--- config.mk ---
export PLATFORM = sky130hd
export DESIGN_NAME = inst_decoder
export DESIGN_NICKNAME = d
export VERILOG_FILES = /design/src/logic/core_pkg.sv /design/src/logic/inst_decoder.sv
export SDC_FILE = /design/constraint.sdc
export NUM_CORES = 1
export LEC_CHECK = 0
export BUFFER_PORTS_ARGS = -buffer_cell sky130_fd_sc_hd__buf_4
export CAP_MARGIN = 20
export CORE_ASPECT_RATIO = 0.75
export CORE_MARGIN = 5
export CORE_UTILIZATION = 25
export CTS_BUF_LIST = sky130_fd_sc_hd__clkbuf_2 sky130_fd_sc_hd__clkbuf_4 sky130_fd_sc_hd__clkbuf_8
export DETAILED_ROUTE_END_ITERATION = 12
export PLACE_DENSITY = 0.54
export SLEW_MARGIN = 20
export SYNTH_ARGS = -nofsm -noshare
export SYNTH_HDL_FRONTEND = slang
export SYNTH_SLANG_ARGS = --single-unit
--- constraint.sdc ---
create_clock -name clk -period 1.3 [get_ports clk]
set_clock_uncertainty 0.1 [all_clocks]
set_input_delay 0.13 -clock clk [delete_from_list [all_inputs] [get_ports clk]]
set_output_delay 0.13 -clock clk [all_outputs]
set_load 0.005 [all_outputs]
--- src/logic/core_pkg.sv ---
package core_pkg;

    localparam int XLEN = 32;
    localparam int DMEM_WORDS = 256;
    localparam int DMEM_AW = $clog2(DMEM_WORDS);
    localparam logic [31:0] EXIT_PC = 32'hffffff00;

    // rv32i major opcodes
    localparam logic [6:0] OPC_OP     = 7'b0110011;
    localparam logic [6:0] OPC_OP_IMM = 7'b0010011;
    localparam logic [6:0] OPC_LUI    = 7'b0110111;
    localparam logic [6:0] OPC_LOAD   = 7'b0000011;
    localparam logic [6:0] OPC_STORE  = 7'b0100011;

    localparam logic [2:0] F3_ADD_SUB = 3'b000;
    localparam logic [2:0] F3_XOR     = 3'b100;
    localparam logic [2:0] F3_OR      = 3'b110;
    localparam logic [2:0] F3_AND     = 3'b111;
    localparam logic [2:0] F3_WORD    = 3'b010;
    localparam logic [6:0] F7_BASE    = 7'b0000000;
    localparam logic [6:0] F7_ALT     = 7'b0100000;

    typedef logic [XLEN-1:0] uint_x_t;
    typedef logic [31:0]     inst_pc_t;
    typedef logic [7:0]      iid_t;
    typedef logic [4:0]      reg_addr_t;

    typedef union packed {
        struct packed {
            logic [6:0] funct7;
            reg_addr_t  rs2;
            reg_addr_t  rs1;
            logic [2:0] funct3;
            reg_addr_t  rd;
            logic [6:0] opcode;
        } r_fmt;
        struct packed {
            logic [11:0] imm;
            reg_addr_t   rs1;
            logic [2:0]  funct3;
            reg_addr_t   rd;
            logic [6:0]  opcode;
        } i_fmt;
        struct packed {
            logic [6:0] imm_hi;
            reg_addr_t  rs2;
            reg_addr_t  rs1;
            logic [2:0] funct3;
            logic [4:0] imm_lo;
            logic [6:0] opcode;
        } s_fmt;
    } inst_word_u;

    typedef enum logic [2:0] {
        ALU_ADD    = 3'd0,
        ALU_SUB    = 3'd1,
        ALU_AND    = 3'd2,
        ALU_OR     = 3'd3,
        ALU_XOR    = 3'd4,
        ALU_PASS_B = 3'd5
    } alu_op_e;

    typedef enum logic [0:0] {
        WB_ALU = 1'b0,
        WB_MEM = 1'b1
    } wb_sel_e;

    typedef struct packed {
        alu_op_e   alu_op;
        logic      use_imm;
        logic      mem_wen;
        wb_sel_e   wb_sel;
        logic      rf_wen;
        reg_addr_t wb_addr;
        reg_addr_t rs1;
        reg_addr_t rs2;
    } ctrl_t;

    typedef struct packed {
        logic       valid;
        inst_pc_t   pc;
        inst_word_u inst;
        iid_t       inst_id;
    } issue_t;

    typedef struct packed {
        logic     valid;
        inst_pc_t pc;
        iid_t     inst_id;
        ctrl_t    ctrl;
        uint_x_t  imm;
    } ex_op_t;

    typedef struct packed {
        logic     valid;
        inst_pc_t pc;
        iid_t     inst_id;
        ctrl_t    ctrl;
        uint_x_t  alu_out;
        uint_x_t  store_data;
    } mem_op_t;

    typedef struct packed {
        logic     valid;
        inst_pc_t pc;
        iid_t     inst_id;
        ctrl_t    ctrl;
        uint_x_t  alu_out;
        uint_x_t  mem_rdata;
    } wb_op_t;

    typedef struct packed {
        logic      valid;
        logic      rf_wen;
        reg_addr_t wb_addr;
        uint_x_t   data;
    } fwd_t;

    typedef struct packed {
        logic      valid;
        inst_pc_t  pc;
        iid_t      inst_id;
        reg_addr_t rd;
        logic      wen;
        uint_x_t   wdata;
    } retire_t;

endpackage

--- src/logic/inst_decoder.sv ---
`timescale 1ns/10ps

module inst_decoder (
    input  logic             clk,
    input  logic             rst_i,
    input  core_pkg::issue_t issue_i,
    output core_pkg::ex_op_t ex_op_o
);

    core_pkg::inst_word_u inst;
    core_pkg::ctrl_t      ctrl;
    core_pkg::uint_x_t    imm;
    core_pkg::ex_op_t     ex_op_q;

    assign inst = issue_i.inst;

    always_comb begin
        // default is a no-op that writes nothing
        ctrl = '0;
        ctrl.alu_op = core_pkg::ALU_ADD;
        ctrl.wb_sel = core_pkg::WB_ALU;
        imm = '0;
        case (inst.r_fmt.opcode)
            core_pkg::OPC_OP: begin
                ctrl.rs1 = inst.r_fmt.rs1;
                ctrl.rs2 = inst.r_fmt.rs2;
                ctrl.wb_addr = inst.r_fmt.rd;
                ctrl.rf_wen = 1'b1;
                case (inst.r_fmt.funct3)
                    core_pkg::F3_ADD_SUB: begin
                        if (inst.r_fmt.funct7 == core_pkg::F7_ALT) begin
                            ctrl.alu_op = core_pkg::ALU_SUB;
                        end else if (inst.r_fmt.funct7 != core_pkg::F7_BASE) begin
                            ctrl.rf_wen = 1'b0;
                        end
                    end
                    core_pkg::F3_XOR: ctrl.alu_op = core_pkg::ALU_XOR;
                    core_pkg::F3_OR:  ctrl.alu_op = core_pkg::ALU_OR;
                    core_pkg::F3_AND: ctrl.alu_op = core_pkg::ALU_AND;
                    default:          ctrl.rf_wen = 1'b0;
                endcase
            end
            core_pkg::OPC_OP_IMM: begin
                // only addi among the immediate ops
                ctrl.rs1 = inst.i_fmt.rs1;
                ctrl.wb_addr = inst.i_fmt.rd;
                ctrl.use_imm = 1'b1;
                ctrl.rf_wen = (inst.i_fmt.funct3 == core_pkg::F3_ADD_SUB);
                imm = {{20{inst.i_fmt.imm[11]}}, inst.i_fmt.imm};
            end
            core_pkg::OPC_LUI: begin
                ctrl.alu_op = core_pkg::ALU_PASS_B;
                ctrl.wb_addr = inst.i_fmt.rd;
                ctrl.use_imm = 1'b1;
                ctrl.rf_wen = 1'b1;
                // u-type immediate spans imm, rs1 and funct3
                imm = {inst.i_fmt.imm, inst.i_fmt.rs1, inst.i_fmt.funct3, 12'h000};
            end
            core_pkg::OPC_LOAD: begin
                ctrl.rs1 = inst.i_fmt.rs1;
                ctrl.wb_addr = inst.i_fmt.rd;
                ctrl.use_imm = 1'b1;
                ctrl.wb_sel = core_pkg::WB_MEM;
                ctrl.rf_wen = (inst.i_fmt.funct3 == core_pkg::F3_WORD);
                imm = {{20{inst.i_fmt.imm[11]}}, inst.i_fmt.imm};
            end
            core_pkg::OPC_STORE: begin
                ctrl.rs1 = inst.s_fmt.rs1;
                ctrl.rs2 = inst.s_fmt.rs2;
                ctrl.use_imm = 1'b1;
                ctrl.mem_wen = (inst.s_fmt.funct3 == core_pkg::F3_WORD);
                imm = {{20{inst.s_fmt.imm_hi[6]}}, inst.s_fmt.imm_hi, inst.s_fmt.imm_lo};
            end
            default: ;
        endcase
    end

    always_ff @(posedge clk) begin
        ex_op_q <= '{valid: issue_i.valid, pc: issue_i.pc, inst_id: issue_i.inst_id,
                     ctrl: ctrl, imm: imm};
        if (rst_i) begin
            ex_op_q.valid <= 1'b0;
        end
    end

    assign ex_op_o = ex_op_q;

endmodule

======== After elaboration in Yosys (flattened, before gate mapping) ========
Cells that the tools add are included.
storage, ports and cells
  register bits after elaboration ......... 95
  input bits .............................. 75
  output and inout port bits .............. 95
  logic and storage cells ................. 39
operators by class
  eq/ne operators ......................... 10
  muxes and demuxes ....................... 10
  reduce and logical (&&, ||, !) cells .... 7
operator list
  operator                                       count
  case mux 32 bit (3 select lines)               1
  == test 7 x 6 -> 1 bit, second input constant  4
  case mux 6 bit (4 select lines)                1
  case mux 3 bit (4 select lines)                1
  == test 3 bit, second input constant           3
  OR reduction 4 bit                             2
  == test 7 x 2 -> 1 bit, second input constant  1
  == test 7 x 5 -> 1 bit, second input constant  1
  nonzero test 7 bit                             1
  case mux 3 bit (2 select lines)                1
  2-to-1 mux 1 bit                               5
  OR reduction 2 bit                             2
  == test 3 x 2 -> 1 bit, second input constant  1
  zero test 3 bit                                1
  OR reduction 3 bit                             1
  case mux 1 bit (2 select lines)                1

======== Longest topological paths before layout ========
Gate-level depths: netlist of run 1.
  depth in word-level cells ............... 5
  gate-level depth with buffers ........... 5
  gate-level depth less buffers ........... 3

======== Worst setup path after synthesis of run 1 ========
OpenSTA, ideal clock, no wires.
  kind .................................... input-to-reg
  from .................................... input port issue_i[12] (netlist name)
  to ...................................... register ex_op_q (netlist bit ex_op_o[42])
  setup time .............................. 0.115 ns
  arrival time ............................ 0.880 ns
  required time ........................... 1.085 ns
  slack ................................... 0.205 ns
  cell stages on the path ................. 5
  buffers on the path ..................... 2
  cell sequence ........................... buf_2 and2_0 buf_2 o21a_1 and2_1
RTL lines
  item                    line                source
  start: declaration      inst_decoder.sv:6   input core_pkg::issue_t issue_i,
  end signal: assignment  inst_decoder.sv:79  ex_op_q <= '{valid: issue_i.valid, pc: issue_i.pc, inst_id: issue_i.inst_id,
  end: declaration        inst_decoder.sv:13  core_pkg::ex_op_t ex_op_q;

======== Final worst setup path of run 1 ========
  from .................................... input port rst_i
  to ...................................... register ex_op_q (netlist bit ex_op_o[94])
RTL lines
  item                line               source
  start: declaration  inst_decoder.sv:5  input logic rst_i,
No word-level cell between the ends.

==> results_dict.tcl, run 1 <==
set metrics [dict create \
    grt_max_degree 15 \
    initial_utilization_pct 25.20 \
    cts_sinks 95 \
    worst_pin_slew_ps 478.3 \
    final_common_cell "buf_4" \
    slew_viol_final 0 \
    io_pins 170 \
    placedInstanceArea_sq_um 4051 \
    grt_pass1_wl_mm 13.23 \
    antenna_found_initial 0 \
    power.total_mw 5.689 \
    cts-root-buf "clkbuf_8" \
    p_leak_nw 2.503 \
    hp-class "in2reg" \
    critPathRequiredTime_ps 1490 \
    drt_iter0_drc 103 \
    rsz0062_at_grt "false" \
    finalSetupViolCount 0 \
    nets 524 \
    grt_pass1_vias 2598 \
    synth_edf_count 0 \
    fmax_mhz 789.2 \
    critPathKind "in2reg" \
    ys_seq_area_share_pct 74.51 \
    fillCellCount 941 \
    io_buffers 169 \
    largest_reg_flops 95 \
    cp-end-kind "flop" \
    dr.pass1.iters 4 \
    finalWirelength_mm 8.367 \
    synth_seq_cells 95 \
    vias 2388 \
    ys_warn_count 0 \
    numCtsBuffers 9 \
    viasPerCell 4.047 \
    hpwl_mm 6.080 \
    fin_crit_sh_pct 97.48 \
    period_needed_ps 1267 \
    crit_fanout 1 \
    antenna_cells 0 \
    grt_overflow 0 \
    dieWidth_microns 126.7 \
    final_cell_mix "buf_4, dfxtp_1, dlygate4sd3_1" \
    drc 0 \
    power-per-cell-area_nw_per_um2 1148 \
    h-tree-depth 3 \
    critical_path_arrival_ps 1460 \
    die_h_microns 97.51 \
    clk_pin_slew_worst_paths_ps 80 \
    start_kind "input pin" \
    synth_cells 197 \
    outcome "completed" \
    dieArea_sq_um 12350 \
    routedWlPerCell_microns 14.18 \
    cap_violations 0 \
    cts_tree "done" \
    clockBufferDepth 2 \
    slew-limit-headroom_pct 67.82 \
    ys_types 34 \
    ant_nets 0 \
    synth_ff_type "dfxtp_1" \
    track_usage_pct 13.75 \
    drive_gt1_share_pct 45.15 \
    vdd_ir_drop_max_mv 0.7673 \
    globalplace.congestion 0.7593 \
    final_area_sq_um 4956 \
    area_delta_synth_final_pct 94.17 \
    syn_nets 272 \
    syn-mean-instance-area_sq_um 12.96 \
    fin_tns_setup_ps 0 \
    coreArea_sq_um 10130 \
    num_rows 32 \
    async_flop_share_pct 0 \
    syn-cell-area_sq_um 2552 \
    hold_viol_final 0 \
]
-- layer usage --
metal  GRT usage [%]  up-vias  part of all wire, %  wire (microns)
li1                -     1165                    -               -
met5               0        -                    0               0
met1           15.17     1086                   37            3106
met3           6.648       15                   12            1027
met2           22.89      122                   48            4018
met4           5.111        0                  2.6             214
-- critical path, stage by stage --
cell	delay [ps]
dlygate4sd3_1	550
buf_4	140
nor2b_2	90
dlygate4sd3_1	540
-- metrics by stage --
step	setup slack (ps)	util [%]	instances	hold WS [ps]
5_1_grt	36.02	48.93	590	4.820
3_5_place_dp	-53.35	40.00	506	135.4
2_1_floorplan	205.1	-	197	57.72
4_1_cts	34.79	48.95	591	9.958
3_3_place_gp	-5.899	40.00	506	134.7
6_report	32.82	48.93	590	4.192
-- cells by family after synthesis --
family                 Yosys count  synth area share, %
AO/OA/AOI/OAI                   34                9.363
XOR/XNOR                         1               0.3432
flip-flops                      95                74.51
AND/OR/NAND/NOR                 56                13.53
buffers and inverters           11                2.254
-- report_power, final --
group	total (mW)	internal (mW)	switching, mW
registers	3.02	2.99	0.0244
logic	0.599	0.409	0.190
clock network	2.08	1.14	0.932
total	5.69	4.54	1.15
-- synthesized netlist by cell type, types with 2 or more instances --
master / count / area [sq um]
nor3_1: 3 / 15.01
a21o_1: 19 / 142.6
nor3_2: 2 / 20.02
o21a_1: 2 / 15.01
buf_2: 4 / 20.02
dfxtp_1: 95 / 1902
nand2_1: 2 / 7.510
buf_4: 3 / 22.52
nor2_1: 9 / 33.78
and3_1: 11 / 68.82
and2_1: 11 / 68.82
o2111ai_1: 2 / 17.52
a21oi_1: 6 / 30.03
nor2b_1: 7 / 43.79
nand3_1: 2 / 10.01
-- final cells by class --
class | instances | area, sq um | share of cell area [%]
Sequential cell | 95 | 1902 | 38.37
Clock buffer | 12 | 146.4 | 2.954
Tap cell | 136 | 170.2 | 3.433
Clock inverter | 4 | 70.07 | 1.414
Multi-Input combinational cell | 91 | 600.6 | 12.12
Timing Repair Buffer | 250 | 2059 | 41.56
Inverter | 2 | 7.507 | 0.1515
-- path summary, 6_finish.rpt --
kind / from / end / slack (ps) / depth (start not counted)
hold / removal: issue_i[12] / ex_op_o[51] / 4 / 3
setup / recovery: rst_i / ex_op_o[94] / 30 / 4
-- timing repair --
| action | 4_1_cts | 5_1_grt |
|---|---|---|
| endpoints found under the hold margin | 92 | 0 |
| endpoints found under the setup margin | 0 | 4 |
| gates resized for setup | 0 | 2 |
| hold buffers | 69 | 0 |
| setup buffers | 0 | 0 |
Power figures use the tool's default switching activity.
==> run 2, diff against run 1 <==
--- a/config.mk
+++ b/config.mk
@@ -9,10 +9,11 @@
 export CAP_MARGIN = 20
 export CORE_ASPECT_RATIO = 0.75
 export CORE_MARGIN = 5
-export CORE_UTILIZATION = 25
+export CORE_UTILIZATION = 42
 export CTS_BUF_LIST = sky130_fd_sc_hd__clkbuf_2 sky130_fd_sc_hd__clkbuf_4 sky130_fd_sc_hd__clkbuf_8
 export DETAILED_ROUTE_END_ITERATION = 12
-export PLACE_DENSITY = 0.54
+export PLACE_DENSITY = 0.81
+export RECOVER_POWER = 25
 export SLEW_MARGIN = 20
 export SYNTH_ARGS = -nofsm -noshare
 export SYNTH_HDL_FRONTEND = slang
==> run 2 against run 1 <==
The flow now finishes with violations (setup timing). Critical path depth rose by 1. Die area fell by 37%. Utilization rose by 34 points. Cell count fell by 11%. Largest power group unchanged.
==> results_dict.tcl, run 2 (synthesis results as in run 1) <==
set metrics [dict create \
    placedInstanceArea_sq_um 3946 \
    worst_pin_slew_ps 380.6 \
    hold_end "ex_op_o[51]" \
    largest_reg_flops 95 \
    maxUsedRoutingLayer "met4" \
    finalWirelength_mm 9.070 \
    dr.pass1.iters 4 \
    grt_max_degree 21 \
    cts_tree "done" \
    routedWlPerCell_microns 17.21 \
    final_util_pct 82.71 \
    grt_pass1_vias 2619 \
    place_inst 442 \
    final_common_cell "buf_4" \
    globalplace.congestion 0.8392 \
    cts_sinks 95 \
    hold_viol_final 0 \
    power-per-cell-area_nw_per_um2 1153 \
    final_cell_count_no_fill 527 \
    dieArea_sq_um 7752 \
    final_cell_mix "buf_4, dfxtp_1, dlygate4sd3_1" \
    outcome "complete, but fails checks" \
    vdd_ir_drop_max_mv 0.8452 \
    p_leak_nw 2.447 \
    wl_met1_mm 3.208 \
    critPathRequiredTime_ps 1470 \
    fin_tns_setup_ps -1.336 \
    start_kind "input pin" \
    h-tree-depth 3 \
    numCtsBuffers 9 \
    crit_fanout 8 \
    final_area_sq_um 4843 \
    drc 0 \
    period_needed_ps 1301 \
    antenna_found_initial 0 \
    io_buffers 169 \
    grt_overflow 0 \
    hpwl_mm 5.759 \
    final.setup.worst_slack_ps -1.336 \
    critical_path_arrival_ps 1470 \
    track_usage_pct 23.68 \
    critPathKind "in2reg" \
    holdCritStartpoint "issue_i[36]" \
    hp-class "in2reg" \
    holdPathStages 4 \
    wl_met2_mm 4.580 \
    drt_iter0_drc 69 \
    ant_nets 0 \
    cap_violations 0 \
    clk_pin_slew_worst_paths_ps 80 \
    fmax_mhz 768.4 \
    dr_wl_met3_mm 1.121 \
    initial_utilization_pct 43.59 \
    viasPerCell 4.636 \
    antenna_cells 0 \
    finalSetupViolCount 1 \
    cts-root-buf "clkbuf_8" \
    slew-limit-headroom_pct 74.49 \
    num_rows 24 \
    clockBufferDepth 2 \
    drive_gt1_share_pct 43.21 \
    dieWidth_microns 100.0 \
    cp-end-kind "flop" \
    grt_pass1_wl_mm 13.99 \
    slew_viol_final 0 \
    nets 520 \
    die_h_microns 77.51 \
    fin_crit_sh_pct 100.1 \
    pre_cts_ws_ps -61.28 \
    post-cts-setup-buffers 0 \
    coreArea_sq_um 5856 \
    io_pins 170 \
    rsz0062_at_grt "false" \
    violations "setup timing" \
    area_delta_synth_final_pct 89.76 \
    vias 2443 \
]
## run 2: layer usage
layer,GRT usage (%),vias to the layer above
met5,0,-
li1,-,1158
met2,41.54,138
met4,7.941,0
met3,11.56,15
met1,24.86,1132
## run 2: where the power goes
part	internal [mW]	switching (mW)
Combinational	0.399	0.199
Clock	0.952	1.02
Sequential	2.99	0.0259
Total	4.34	1.24
## run 2: cell type report
cell class	instances	area, sq um
Timing Repair Buffer	246	2036
Sequential cell	95	1902
Fill cell	340	1012
Multi-Input combinational cell	91	599.3
Clock buffer	10	137.6
Tap cell	78	97.59
Clock inverter	5	63.81
Inverter	2	7.507
## run 2: how the worst max path moves through the flow
| stage | from | end |
|---|---|---|
| 2_1_floorplan | issue_i[12] | ex_op_o[42] |
| 3_3_place_gp | issue_i[14] | ex_op_o[5] |
| 3_5_place_dp | issue_i[14] | ex_op_o[7] |
| 4_1_cts | issue_i[39] | ex_op_o[51] |
| 5_1_grt | issue_i[21] | ex_op_o[51] |
| 6_report | issue_i[21] | ex_op_o[51] |
## run 2: critical path, stage by stage
cell and delay (ps):
dlygate4sd3_1 540, buf_4 170, nor3_1 290, nand4_1 130, a31oi_1 210
## run 2: metrics by stage
stage                     hold WS (ps)  total power, mW
after floorplan                  57.72            3.162
after global placement           134.3            3.492
after detailed placement         135.5            3.505
after CTS                      0.01599            5.623
after global routing             7.090            5.817
final                            22.13            5.582
## run 2: what timing repair did
item	CTS	global route
endpoints found under the hold margin	92	0
resized for setup	0	1
hold buffers	70	0
setup endpoints to repair	0	2
